==> config.mk <==
export PLATFORM = sky130hd
export DESIGN_NAME = opm_cart_top
export DESIGN_NICKNAME = d
export VERILOG_FILES = /design/src/opm_cart_pkg.sv /design/src/opm_bus_if.sv /design/src/opm_bus_decode.sv /design/src/opm_cart_top.sv /design/src/opm_reg_execute.sv /design/src/opm_result.sv
export SDC_FILE = /design/constraint.sdc
export NUM_CORES = 1
export LEC_CHECK = 0
export ABC_AREA = 1
export BUFFER_PORTS_ARGS = -buffer_cell sky130_fd_sc_hd__buf_2
export CORE_AREA = 5 5 95 120
export CTS_BUF_LIST = sky130_fd_sc_hd__clkbuf_4 sky130_fd_sc_hd__clkbuf_8
export DETAILED_ROUTE_END_ITERATION = 16
export DIE_AREA = 0 0 100 125
export GPL_ROUTABILITY_DRIVEN = 0
export PLACE_DENSITY = 0.8
export SLEW_MARGIN = 20
export SYNTH_ARGS = -nofsm -noshare
export SYNTH_HDL_FRONTEND = slang
export SYNTH_SLANG_ARGS = --single-unit
export TNS_END_PERCENT = 1
==> constraint.sdc <==
create_clock -name clk -period 2.09 [get_ports clk]
set_input_delay 0.627 -clock clk [delete_from_list [all_inputs] [get_ports clk]]
set_output_delay 0.627 -clock clk [all_outputs]
set_load 0.05 [all_outputs]
==> src/opm_cart_pkg.sv <==
// ---------------------------------------------------------------------
// Shared constants for the FM sound cartridge.
// The ROM table and the register numbers follow the cartridge's
// identification layout. Bus addresses are always 16 bits.
// ---------------------------------------------------------------------
`default_nettype none

package opm_cart_pkg;

	// ------------------------------------------------------------------
	// Address map
	// ------------------------------------------------------------------
	localparam logic [15:0] C_PORT_BASE = 16'h3FF0;	// A0 picks latch or data
	localparam logic [15:0] C_ROM_BASE  = 16'h0080;	// 16-byte ID window

	// ------------------------------------------------------------------
	// Identification ROM
	// ------------------------------------------------------------------
	localparam logic [7:0] C_ROM_FILL   = 8'hC9;	// Bytes past the table
	localparam int         C_ROM_ID_LEN = 9;
	localparam logic [7:0] C_ROM_ID [C_ROM_ID_LEN] = '{
		8'h4D,	// M
		8'h43,	// C
		8'h48,	// H
		8'h46,	// F
		8'h4D,	// M
		8'h30,	// 0
		8'h08,	// Serial number
		8'h00,	// Chip type
		8'h00	// Software version
	};

	// ------------------------------------------------------------------
	// Chip register numbers
	// ------------------------------------------------------------------
	localparam logic [7:0] C_REG_TIMER    = 8'h10;	// Timer load value
	localparam logic [7:0] C_REG_CTRL     = 8'h14;	// Run, irq enable, flag clear
	localparam logic [7:0] C_REG_LVL_L_LO = 8'h20;
	localparam logic [7:0] C_REG_LVL_L_HI = 8'h21;
	localparam logic [7:0] C_REG_LVL_R_LO = 8'h22;
	localparam logic [7:0] C_REG_LVL_R_HI = 8'h23;

	localparam int C_TIMER_PRESCALE = 16;	// Clock enables per count
	localparam int C_PRESCALE_W     = $clog2(C_TIMER_PRESCALE);

	// Bus address seen either as ROM page/index or as port base/select
	typedef union packed {
		struct packed {
			logic [11:0] page;
			logic [3:0]  index;
		} rom_view;
		struct packed {
			logic [14:0] base;
			logic        sel;
		} port_view;
	} bus_addr_u;

endpackage

`default_nettype wire

==> src/opm_bus_if.sv <==
// ---------------------------------------------------------------------
// Decoded slot bus traffic. Strobes are one clock wide; the rd
// levels stay high for the whole read.
// ---------------------------------------------------------------------
`default_nettype none

interface opm_bus_if;
	logic       wr_stb;		// Port write, one cycle
	logic       rd_stb;		// Port read start, one cycle
	logic       rom_rd;		// ROM read in progress
	logic       port_rd;	// Port read in progress
	logic       a0;			// Port select
	logic [7:0] wdata;
	logic [3:0] rom_index;

	modport decoder (
		output wr_stb, rd_stb, rom_rd, port_rd, a0, wdata, rom_index
	);

	modport exec (
		input wr_stb, a0, wdata
	);

	modport result (
		input rd_stb, rom_rd, port_rd, a0, rom_index
	);
endinterface

`default_nettype wire

==> src/opm_bus_decode.sv <==
// ---------------------------------------------------------------------
// Slot bus front end. All bus inputs pass one register stage.
// The host must hold address, data and selects stable while a
// strobe is low. No wait states are ever requested.
// ---------------------------------------------------------------------
`default_nettype none

module opm_bus_decode
	import opm_cart_pkg::*;
(
	input  wire        clk,
	input  wire        n_reset,
	input  wire        i_n_memreq,
	input  wire        i_n_sltsl,
	input  wire        i_n_wr,
	input  wire        i_n_rd,
	input  bus_addr_u  i_address,
	input  wire  [7:0] i_wdata,
	opm_bus_if.decoder o_bus
);
	logic       ff_n_memreq;
	logic       ff_n_sltsl;
	logic       ff_n_wr;
	logic       ff_n_rd;
	logic       ff_n_wr_prev;	// Last cycle's write level
	logic       ff_n_rd_prev;	// Last cycle's read level
	bus_addr_u  ff_address;
	logic [7:0] ff_wdata;

	logic w_sel;
	logic w_port_hit;
	logic w_rom_hit;
	logic w_page0;

	// ------------------------------------------------------------------
	// Input stage
	// ------------------------------------------------------------------
	always_ff @(posedge clk) begin
		if (!n_reset) begin
			ff_n_memreq  <= 1'b1;	// Bus idle
			ff_n_sltsl   <= 1'b1;
			ff_n_wr      <= 1'b1;
			ff_n_rd      <= 1'b1;
			ff_n_wr_prev <= 1'b1;
			ff_n_rd_prev <= 1'b1;
		end else begin
			ff_n_memreq  <= i_n_memreq;
			ff_n_sltsl   <= i_n_sltsl;
			ff_n_wr      <= i_n_wr;
			ff_n_rd      <= i_n_rd;
			ff_n_wr_prev <= ff_n_wr;
			ff_n_rd_prev <= ff_n_rd;
		end
	end

	always_ff @(posedge clk) begin
		ff_address <= i_address;	// Payload only
		ff_wdata   <= i_wdata;
	end

	// ------------------------------------------------------------------
	// Access classification
	// ------------------------------------------------------------------
	assign w_sel      = !ff_n_sltsl && !ff_n_memreq;
	assign w_port_hit = w_sel && (ff_address.port_view.base == C_PORT_BASE[15:1]);
	assign w_rom_hit  = w_sel && (ff_address.rom_view.page == C_ROM_BASE[15:4]);
	assign w_page0    = (ff_address.rom_view.page[11:10] == 2'b00);	// A15:A14 low

	// Falling edges give single-cycle strobes
	assign o_bus.wr_stb    = w_port_hit && !ff_n_wr && ff_n_wr_prev;
	assign o_bus.rd_stb    = w_port_hit && w_page0 && !ff_n_rd && ff_n_rd_prev;
	assign o_bus.rom_rd    = w_rom_hit && w_page0 && !ff_n_rd;
	assign o_bus.port_rd   = w_port_hit && w_page0 && !ff_n_rd;
	assign o_bus.a0        = ff_address.port_view.sel;
	assign o_bus.wdata     = ff_wdata;
	assign o_bus.rom_index = ff_address.rom_view.index;
endmodule

`default_nettype wire

==> src/opm_cart_top.sv <==
// ---------------------------------------------------------------------
// FM sound cartridge top. Chip ports at 3FF0h/3FF1h, ID ROM at
// 0080h-008Fh. Plain slot bus pins, no wait states.
// o_sound_out is the 17-bit sum of left and right levels.
// ---------------------------------------------------------------------
`default_nettype none

module opm_cart_top (
	input  wire         clk,
	input  wire         n_reset,
	input  wire         i_mclkpcen_n,	// Master clock enable, active low
	input  wire         i_n_memreq,
	input  wire         i_n_sltsl,
	input  wire         i_n_wr,
	input  wire         i_n_rd,
	input  wire  [15:0] i_address,
	input  wire  [7:0]  i_wdata,
	output logic [7:0]  o_rdata,
	output logic        o_rdata_en,
	output logic [16:0] o_sound_out,
	output logic        o_int_n
);
	logic        [7:0]  w_status;
	logic signed [15:0] w_level_l;
	logic signed [15:0] w_level_r;

	opm_bus_if u_bus ();

	// ------------------------------------------------------------------
	// Bus decode
	// ------------------------------------------------------------------
	opm_bus_decode u_decode (
		.clk        (clk),
		.n_reset    (n_reset),
		.i_n_memreq (i_n_memreq),
		.i_n_sltsl  (i_n_sltsl),
		.i_n_wr     (i_n_wr),
		.i_n_rd     (i_n_rd),
		.i_address  (i_address),	// Viewed as ROM/port union inside
		.i_wdata    (i_wdata),
		.o_bus      (u_bus.decoder)
	);

	// ------------------------------------------------------------------
	// Chip register model
	// ------------------------------------------------------------------
	opm_reg_execute u_execute (
		.clk          (clk),
		.n_reset      (n_reset),
		.i_mclkpcen_n (i_mclkpcen_n),
		.i_bus        (u_bus.exec),
		.o_status     (w_status),
		.o_level_l    (w_level_l),
		.o_level_r    (w_level_r),
		.o_int_n      (o_int_n)
	);

	// ------------------------------------------------------------------
	// Read data and mix
	// ------------------------------------------------------------------
	opm_result u_result (
		.clk         (clk),
		.n_reset     (n_reset),
		.i_bus       (u_bus.result),
		.i_status    (w_status),
		.i_level_l   (w_level_l),
		.i_level_r   (w_level_r),
		.o_rdata     (o_rdata),
		.o_rdata_en  (o_rdata_en),
		.o_sound_out (o_sound_out)
	);
endmodule

`default_nettype wire

==> src/opm_reg_execute.sv <==
// ---------------------------------------------------------------------
// Reduced register model of the FM chip: address latch, one
// reloading timer with flag and interrupt, two 16-bit levels.
// No synthesis, envelopes or busy status are modelled.
// ---------------------------------------------------------------------
`default_nettype none

module opm_reg_execute
	import opm_cart_pkg::*;
(
	input  wire                clk,
	input  wire                n_reset,
	input  wire                i_mclkpcen_n,	// Master clock enable, active low
	opm_bus_if.exec            i_bus,
	output logic        [7:0]  o_status,
	output logic signed [15:0] o_level_l,
	output logic signed [15:0] o_level_r,
	output logic               o_int_n
);
	logic [7:0] ff_reg_addr;	// Address latch
	logic [7:0] ff_timer_load;
	logic       ff_run;
	logic       ff_irq_en;
	logic [7:0] ff_lvl_l_lo;	// Staged low bytes
	logic [7:0] ff_lvl_r_lo;
	logic [15:0] ff_level_l;
	logic [15:0] ff_level_r;

	logic [C_PRESCALE_W-1:0] ff_prescale;
	logic [7:0]              ff_count;
	logic                    ff_flag;

	logic w_data_wr;
	logic w_flag_clr;
	logic w_tick;
	logic w_overflow;

	assign w_data_wr  = i_bus.wr_stb && i_bus.a0;
	assign w_flag_clr = w_data_wr && (ff_reg_addr == C_REG_CTRL) && i_bus.wdata[4];

	// ------------------------------------------------------------------
	// Register writes
	// ------------------------------------------------------------------
	always_ff @(posedge clk) begin
		if (!n_reset) begin
			ff_reg_addr   <= 8'h00;
			ff_timer_load <= 8'h00;
			ff_run        <= 1'b0;
			ff_irq_en     <= 1'b0;
			ff_lvl_l_lo   <= 8'h00;
			ff_lvl_r_lo   <= 8'h00;
			ff_level_l    <= 16'h0000;
			ff_level_r    <= 16'h0000;
		end else if (i_bus.wr_stb) begin
			if (!i_bus.a0) begin
				ff_reg_addr <= i_bus.wdata;	// Port 0 selects register
			end else begin
				case (ff_reg_addr)
					C_REG_TIMER: ff_timer_load <= i_bus.wdata;
					C_REG_CTRL: begin
						ff_run    <= i_bus.wdata[0];
						ff_irq_en <= i_bus.wdata[1];
					end
					C_REG_LVL_L_LO: ff_lvl_l_lo <= i_bus.wdata;	// Held until HI
					C_REG_LVL_L_HI: ff_level_l  <= {i_bus.wdata, ff_lvl_l_lo};
					C_REG_LVL_R_LO: ff_lvl_r_lo <= i_bus.wdata;
					C_REG_LVL_R_HI: ff_level_r  <= {i_bus.wdata, ff_lvl_r_lo};
					default: ;	// Other registers ignored
				endcase
			end
		end
	end

	// ------------------------------------------------------------------
	// Timer
	// ------------------------------------------------------------------
	assign w_tick     = ff_run && !i_mclkpcen_n &&
		(ff_prescale == C_PRESCALE_W'(C_TIMER_PRESCALE - 1));
	assign w_overflow = w_tick && (ff_count == 8'hFF);

	always_ff @(posedge clk) begin
		if (!n_reset) begin
			ff_prescale <= '0;
			ff_count    <= 8'h00;
		end else if (!ff_run) begin
			ff_prescale <= '0;
			ff_count    <= ff_timer_load;	// Start from load value
		end else if (!i_mclkpcen_n) begin
			if (w_tick) begin
				ff_prescale <= '0;
				ff_count    <= w_overflow ? ff_timer_load : ff_count + 8'h01;
			end else begin
				ff_prescale <= ff_prescale + 1'b1;
			end
		end
	end

	// Overflow wins over a clear in the same cycle
	always_ff @(posedge clk) begin
		if (!n_reset) begin
			ff_flag <= 1'b0;
		end else if (w_overflow) begin
			ff_flag <= 1'b1;
		end else if (w_flag_clr) begin
			ff_flag <= 1'b0;
		end
	end

	// ------------------------------------------------------------------
	// Outputs
	// ------------------------------------------------------------------
	assign o_status  = {7'b0000000, ff_flag};	// Bit 0 timer flag
	assign o_level_l = ff_level_l;
	assign o_level_r = ff_level_r;
	assign o_int_n   = !(ff_flag && ff_irq_en);
endmodule

`default_nettype wire

==> src/opm_result.sv <==
// ---------------------------------------------------------------------
// Read data path and stereo mix. Read enable trails the decoded
// read by two clocks. Status is sampled once at read start.
// ---------------------------------------------------------------------
`default_nettype none

module opm_result
	import opm_cart_pkg::*;
(
	input  wire                clk,
	input  wire                n_reset,
	opm_bus_if.result          i_bus,
	input  wire         [7:0]  i_status,
	input  wire  signed [15:0] i_level_l,
	input  wire  signed [15:0] i_level_r,
	output logic        [7:0]  o_rdata,
	output logic               o_rdata_en,
	output logic        [16:0] o_sound_out
);
	logic [7:0] ff_rom_byte;
	logic [7:0] ff_status;		// Snapshot at read start
	logic       ff_rd_rom;
	logic       ff_rd_status;
	logic       ff_rd_any;

	// ------------------------------------------------------------------
	// First stage with lookup and read class
	// ------------------------------------------------------------------
	always_ff @(posedge clk) begin
		if (int'(i_bus.rom_index) < C_ROM_ID_LEN) begin
			ff_rom_byte <= C_ROM_ID[i_bus.rom_index];
		end else begin
			ff_rom_byte <= C_ROM_FILL;
		end
		if (i_bus.rd_stb) begin
			ff_status <= i_status;
		end
	end

	always_ff @(posedge clk) begin
		if (!n_reset) begin
			ff_rd_rom    <= 1'b0;
			ff_rd_status <= 1'b0;
			ff_rd_any    <= 1'b0;
		end else begin
			ff_rd_rom    <= i_bus.rom_rd;
			ff_rd_status <= i_bus.port_rd && i_bus.a0;
			ff_rd_any    <= i_bus.rom_rd || i_bus.port_rd;
		end
	end

	// ------------------------------------------------------------------
	// Second stage with output registers
	// ------------------------------------------------------------------
	always_ff @(posedge clk) begin
		if (ff_rd_rom) begin
			o_rdata <= ff_rom_byte;
		end else if (ff_rd_status) begin
			o_rdata <= ff_status;
		end else begin
			o_rdata <= 8'hFF;	// Port 0 reads float high
		end
	end

	always_ff @(posedge clk) begin
		if (!n_reset) begin
			o_rdata_en  <= 1'b0;
			o_sound_out <= 17'h00000;
		end else begin
			o_rdata_en  <= ff_rd_any;
			o_sound_out <= {i_level_l[15], i_level_l} + {i_level_r[15], i_level_r};
		end
	end
endmodule

`default_nettype wire
==> impl_results.md <==
* Clock tree sinks at between 100 and 150
* Global-route wire length before repair at 20.9 mm
* Number of synthesized flops with an enable pin at 1
* Cts repair resizes at 0
* Max clock buf depth at 2
* Synth Area per Inst at 7.55 sq um
* Status: finished, final reports clean
* Height of the die at around 130 microns
* Post-synth top area share at 0.479
* Final setup margin at ~130 ps
* Final core occ at 0.663
* CTS tree: yes
* Pre-CTS setup slack at about 130 ps
* Setup violations, final at 0
* Clock Skew at around 17 ps
* CTS clk-pin slew, worst paths at ~80 ps
* Register area share after synthesis at 0.484
* Avg Vias per Cell at 5.16
* Die width at about 100 microns
* Synth top area cells: dfxtp_1 48%, nor2_1 10%, nand2_1 10%
* Share of layout cells above drive strength 1 at 0.130
* Total grt overflow at 0
* Worst path required time at around 2400 ps
* Pwr per Cell Area at around 730 nW/um^2
* Top FF cell, synth: dfxtp_1
* Initial antenna violation count at 0
* Hpwl dp at roughly 9 mm
* Site row count at 42
* Fin crit period at 1960 ps
* Clk_lat worst skew at 440 ps
* Synth area leader: dfxtp_1
* Leakage at 0.00313 uW
* CTS Buf Count at 17
* Area Overhead vs Synth at 12.8%
* Peak VDD IR at about 0.46 mV
* Setup Crit Path Kind: reg2reg
* DRC viols at 0
* Starting density of the core at 0.588
* Final WL at 12.2 mm
* Worst Path Arrival at between 2000 and 2500 ps
* CTS Hold Buffers Added at 0
* Final period utilization at 0.936
* Root Buffer: clkbuf_8
* Fin. max-slew vios at 0
* Final hold vios at 0
* CP Launch Type: flip-flop
* Relative slew slack at 0.652
* WL/cell at about 12 microns
* Port bufs at between 50 and 60
* Pre-antenna DRT Iters at 4
* Count of cell types in the netlist at 31
* Max FO, Critical Path at 4
* Pin count of the biggest net entering global routing at 84
* Count of yosys warnings during synthesis at 0
* Mapped Nets at ~850
* Die Area at roughly 13,000 sq um
* 1st-iter DRT viols at about 280
* RSZ-0062 raised after global routing: no
* Filler Cells Inserted at 884
* IO Pins at slightly below 60
* Number of max-cap violations at 0
* Core footprint at approximately 10,000 sq um
* Actual slew at the worst max-slew pin at just over 500 ps
* Crit path capture type: flip-flop
* Async S/R FF share, synth at 0
* Synth Register Bits at 145
* Setup TNS at 0 ps
* H-Tree Depth at 4
* Post-CTS Setup Repair Bufs at 0
* Gr usage total at 0.202
* Vias in the first global route at between 4,000 and 5,000
* Mapped Area at approximately 6000 sq um
* Vias at between 5,000 and 6,000
* FMAX at 511 MHz
* Final-stage net count at between 900 and 1,000
* Register area at approximately 2900 sq um
* Inserted Diodes at 0
* Syn Inst Count at around 800
* Hold Crit Class: in2reg
* Multi-input logic area at 2710 sq um
* Final ANT Viol Nets at 0
## area by class of cell
| cell class | count | share of cell area |
|---|---|---|
| clock buffers | 22 | 0.0418 |
| clock inverters | 10 | 0.0118 |
| inverters | 69 | 0.0381 |
| multi-input cells | 557 | 0.399 |
| flip-flops and latches | 145 | 0.429 |
| well taps | 132 | 0.0243 |
| repair buffers | 66 | 0.0556 |
## critical path: stages, from the launching register on
cell and delay [ps]:
dfxtp_1 330, ha_1 230, fa_1 410, nand3_1 100, nand2_1 100, a21oi_1 300
nand3b_1 180, nand3_1 90, nand2_1 70, nor2_1 40
## synth_stat cells, types with 6 or more instances
cell and count:
nand4_1 7, dfxtp_1 144, o21ai_0 21, nor2_1 165, ha_1 19, o21a_1 9
inv_1 69, nand3b_1 19, or2_2 6, clkbuf_1 10, nor3_1 9, buf_2 7
a21oi_1 44, nand3_1 65, nand2_1 164
## layout by cell type, fill, tap and decap left out, types with 7 or more instances in the layout
master / netlist / layout
a21oi_1: 44 / 44
buf_2: 7 / 57
buf_4: 4 / 7
clkbuf_8: 0 / 19
dfxtp_1: 144 / 144
ha_1: 19 / 19
inv_1: 69 / 69
nand2_1: 164 / 164
nand3_1: 65 / 65
nand3b_1: 19 / 19
nand4_1: 7 / 7
nor2_1: 165 / 164
nor3_1: 9 / 9
o21a_1: 9 / 9
o21ai_0: 21 / 21
## report_power, final
group | total (uW) | leakage (uW) | internal, uW | switching [uW]
clock | 1960 | 0.000169 | 932 | 1030
combinational | 142 | 0.00178 | 54.3 | 87.5
sequential | 2830 | 0.00118 | 2800 | 24.8
## metrics by stage
stage	area, sq um	total power (uW)	hold slack, ps	instances
finish	6790	4930	279	1001
global route	6790	5120	248	1001
CTS	6790	4980	251	1001
detailed placement	6430	3030	400	969
global placement	6430	3030	402	969
floorplan	6020	2970	390	798
## flip-flops by register name, indices dropped and copies added, names as in the netlist, 4 cells and up
| signal | count |
|---|---|
| u_result.o_sound_out | 17 |
| u_decode.ff_address | 16 |
| u_execute.o_level_l | 16 |
| u_execute.o_level_r | 16 |
| u_decode.o_bus.wdata | 8 |
| u_execute.ff_count | 8 |
| u_execute.ff_lvl_l_lo | 8 |
| u_execute.ff_lvl_r_lo | 8 |
| u_execute.ff_reg_addr | 8 |
| u_execute.ff_timer_load | 8 |
| u_result.ff_rom_byte | 7 |
| u_result.o_rdata | 7 |
| u_execute.ff_prescale | 4 |
## logic make-up (layout without fill, tap and decap cells)
| group | Yosys count | count (layout) | share of synthesized area |
|---|---|---|---|
| simple gates | 448 | 448 | 0.322 |
| xor+xnor | 6 | 6 | 0.00873 |
| compound gates | 83 | 83 | 0.0760 |
| buf+inv | 96 | 167 | 0.0663 |
| flops | 145 | 145 | 0.484 |
| fa+ha+maj | 20 | 20 | 0.0428 |
## routing by layer
layer / global-route usage / share of wire
met2: 0.356 / 0.51
met3: 0.0485 / 0.049
met4: 0.0880 / 0.026
met5: 0 / 0
met1: 0.230 / 0.42
## worst paths after layout
kind,start,endpoint,slack (ps),cells after the start
min,i_wdata[0],u_decode.o_bus.wdata[0]$_DFF_P_,280,1
min reg2reg,u_result.ff_rd_any$_SDFF_PN0_,u_result.o_rdata_en$_SDFF_PN0_,410,2
max,u_execute.o_level_r[0]$_SDFFE_PN0P_,u_result.o_sound_out[14]$_SDFF_PN0_,130,9
max reg2reg,u_execute.o_level_r[0]$_SDFFE_PN0P_,u_result.o_sound_out[14]$_SDFF_PN0_,130,9
Note: power is estimated with default switching activity, not from simulation.
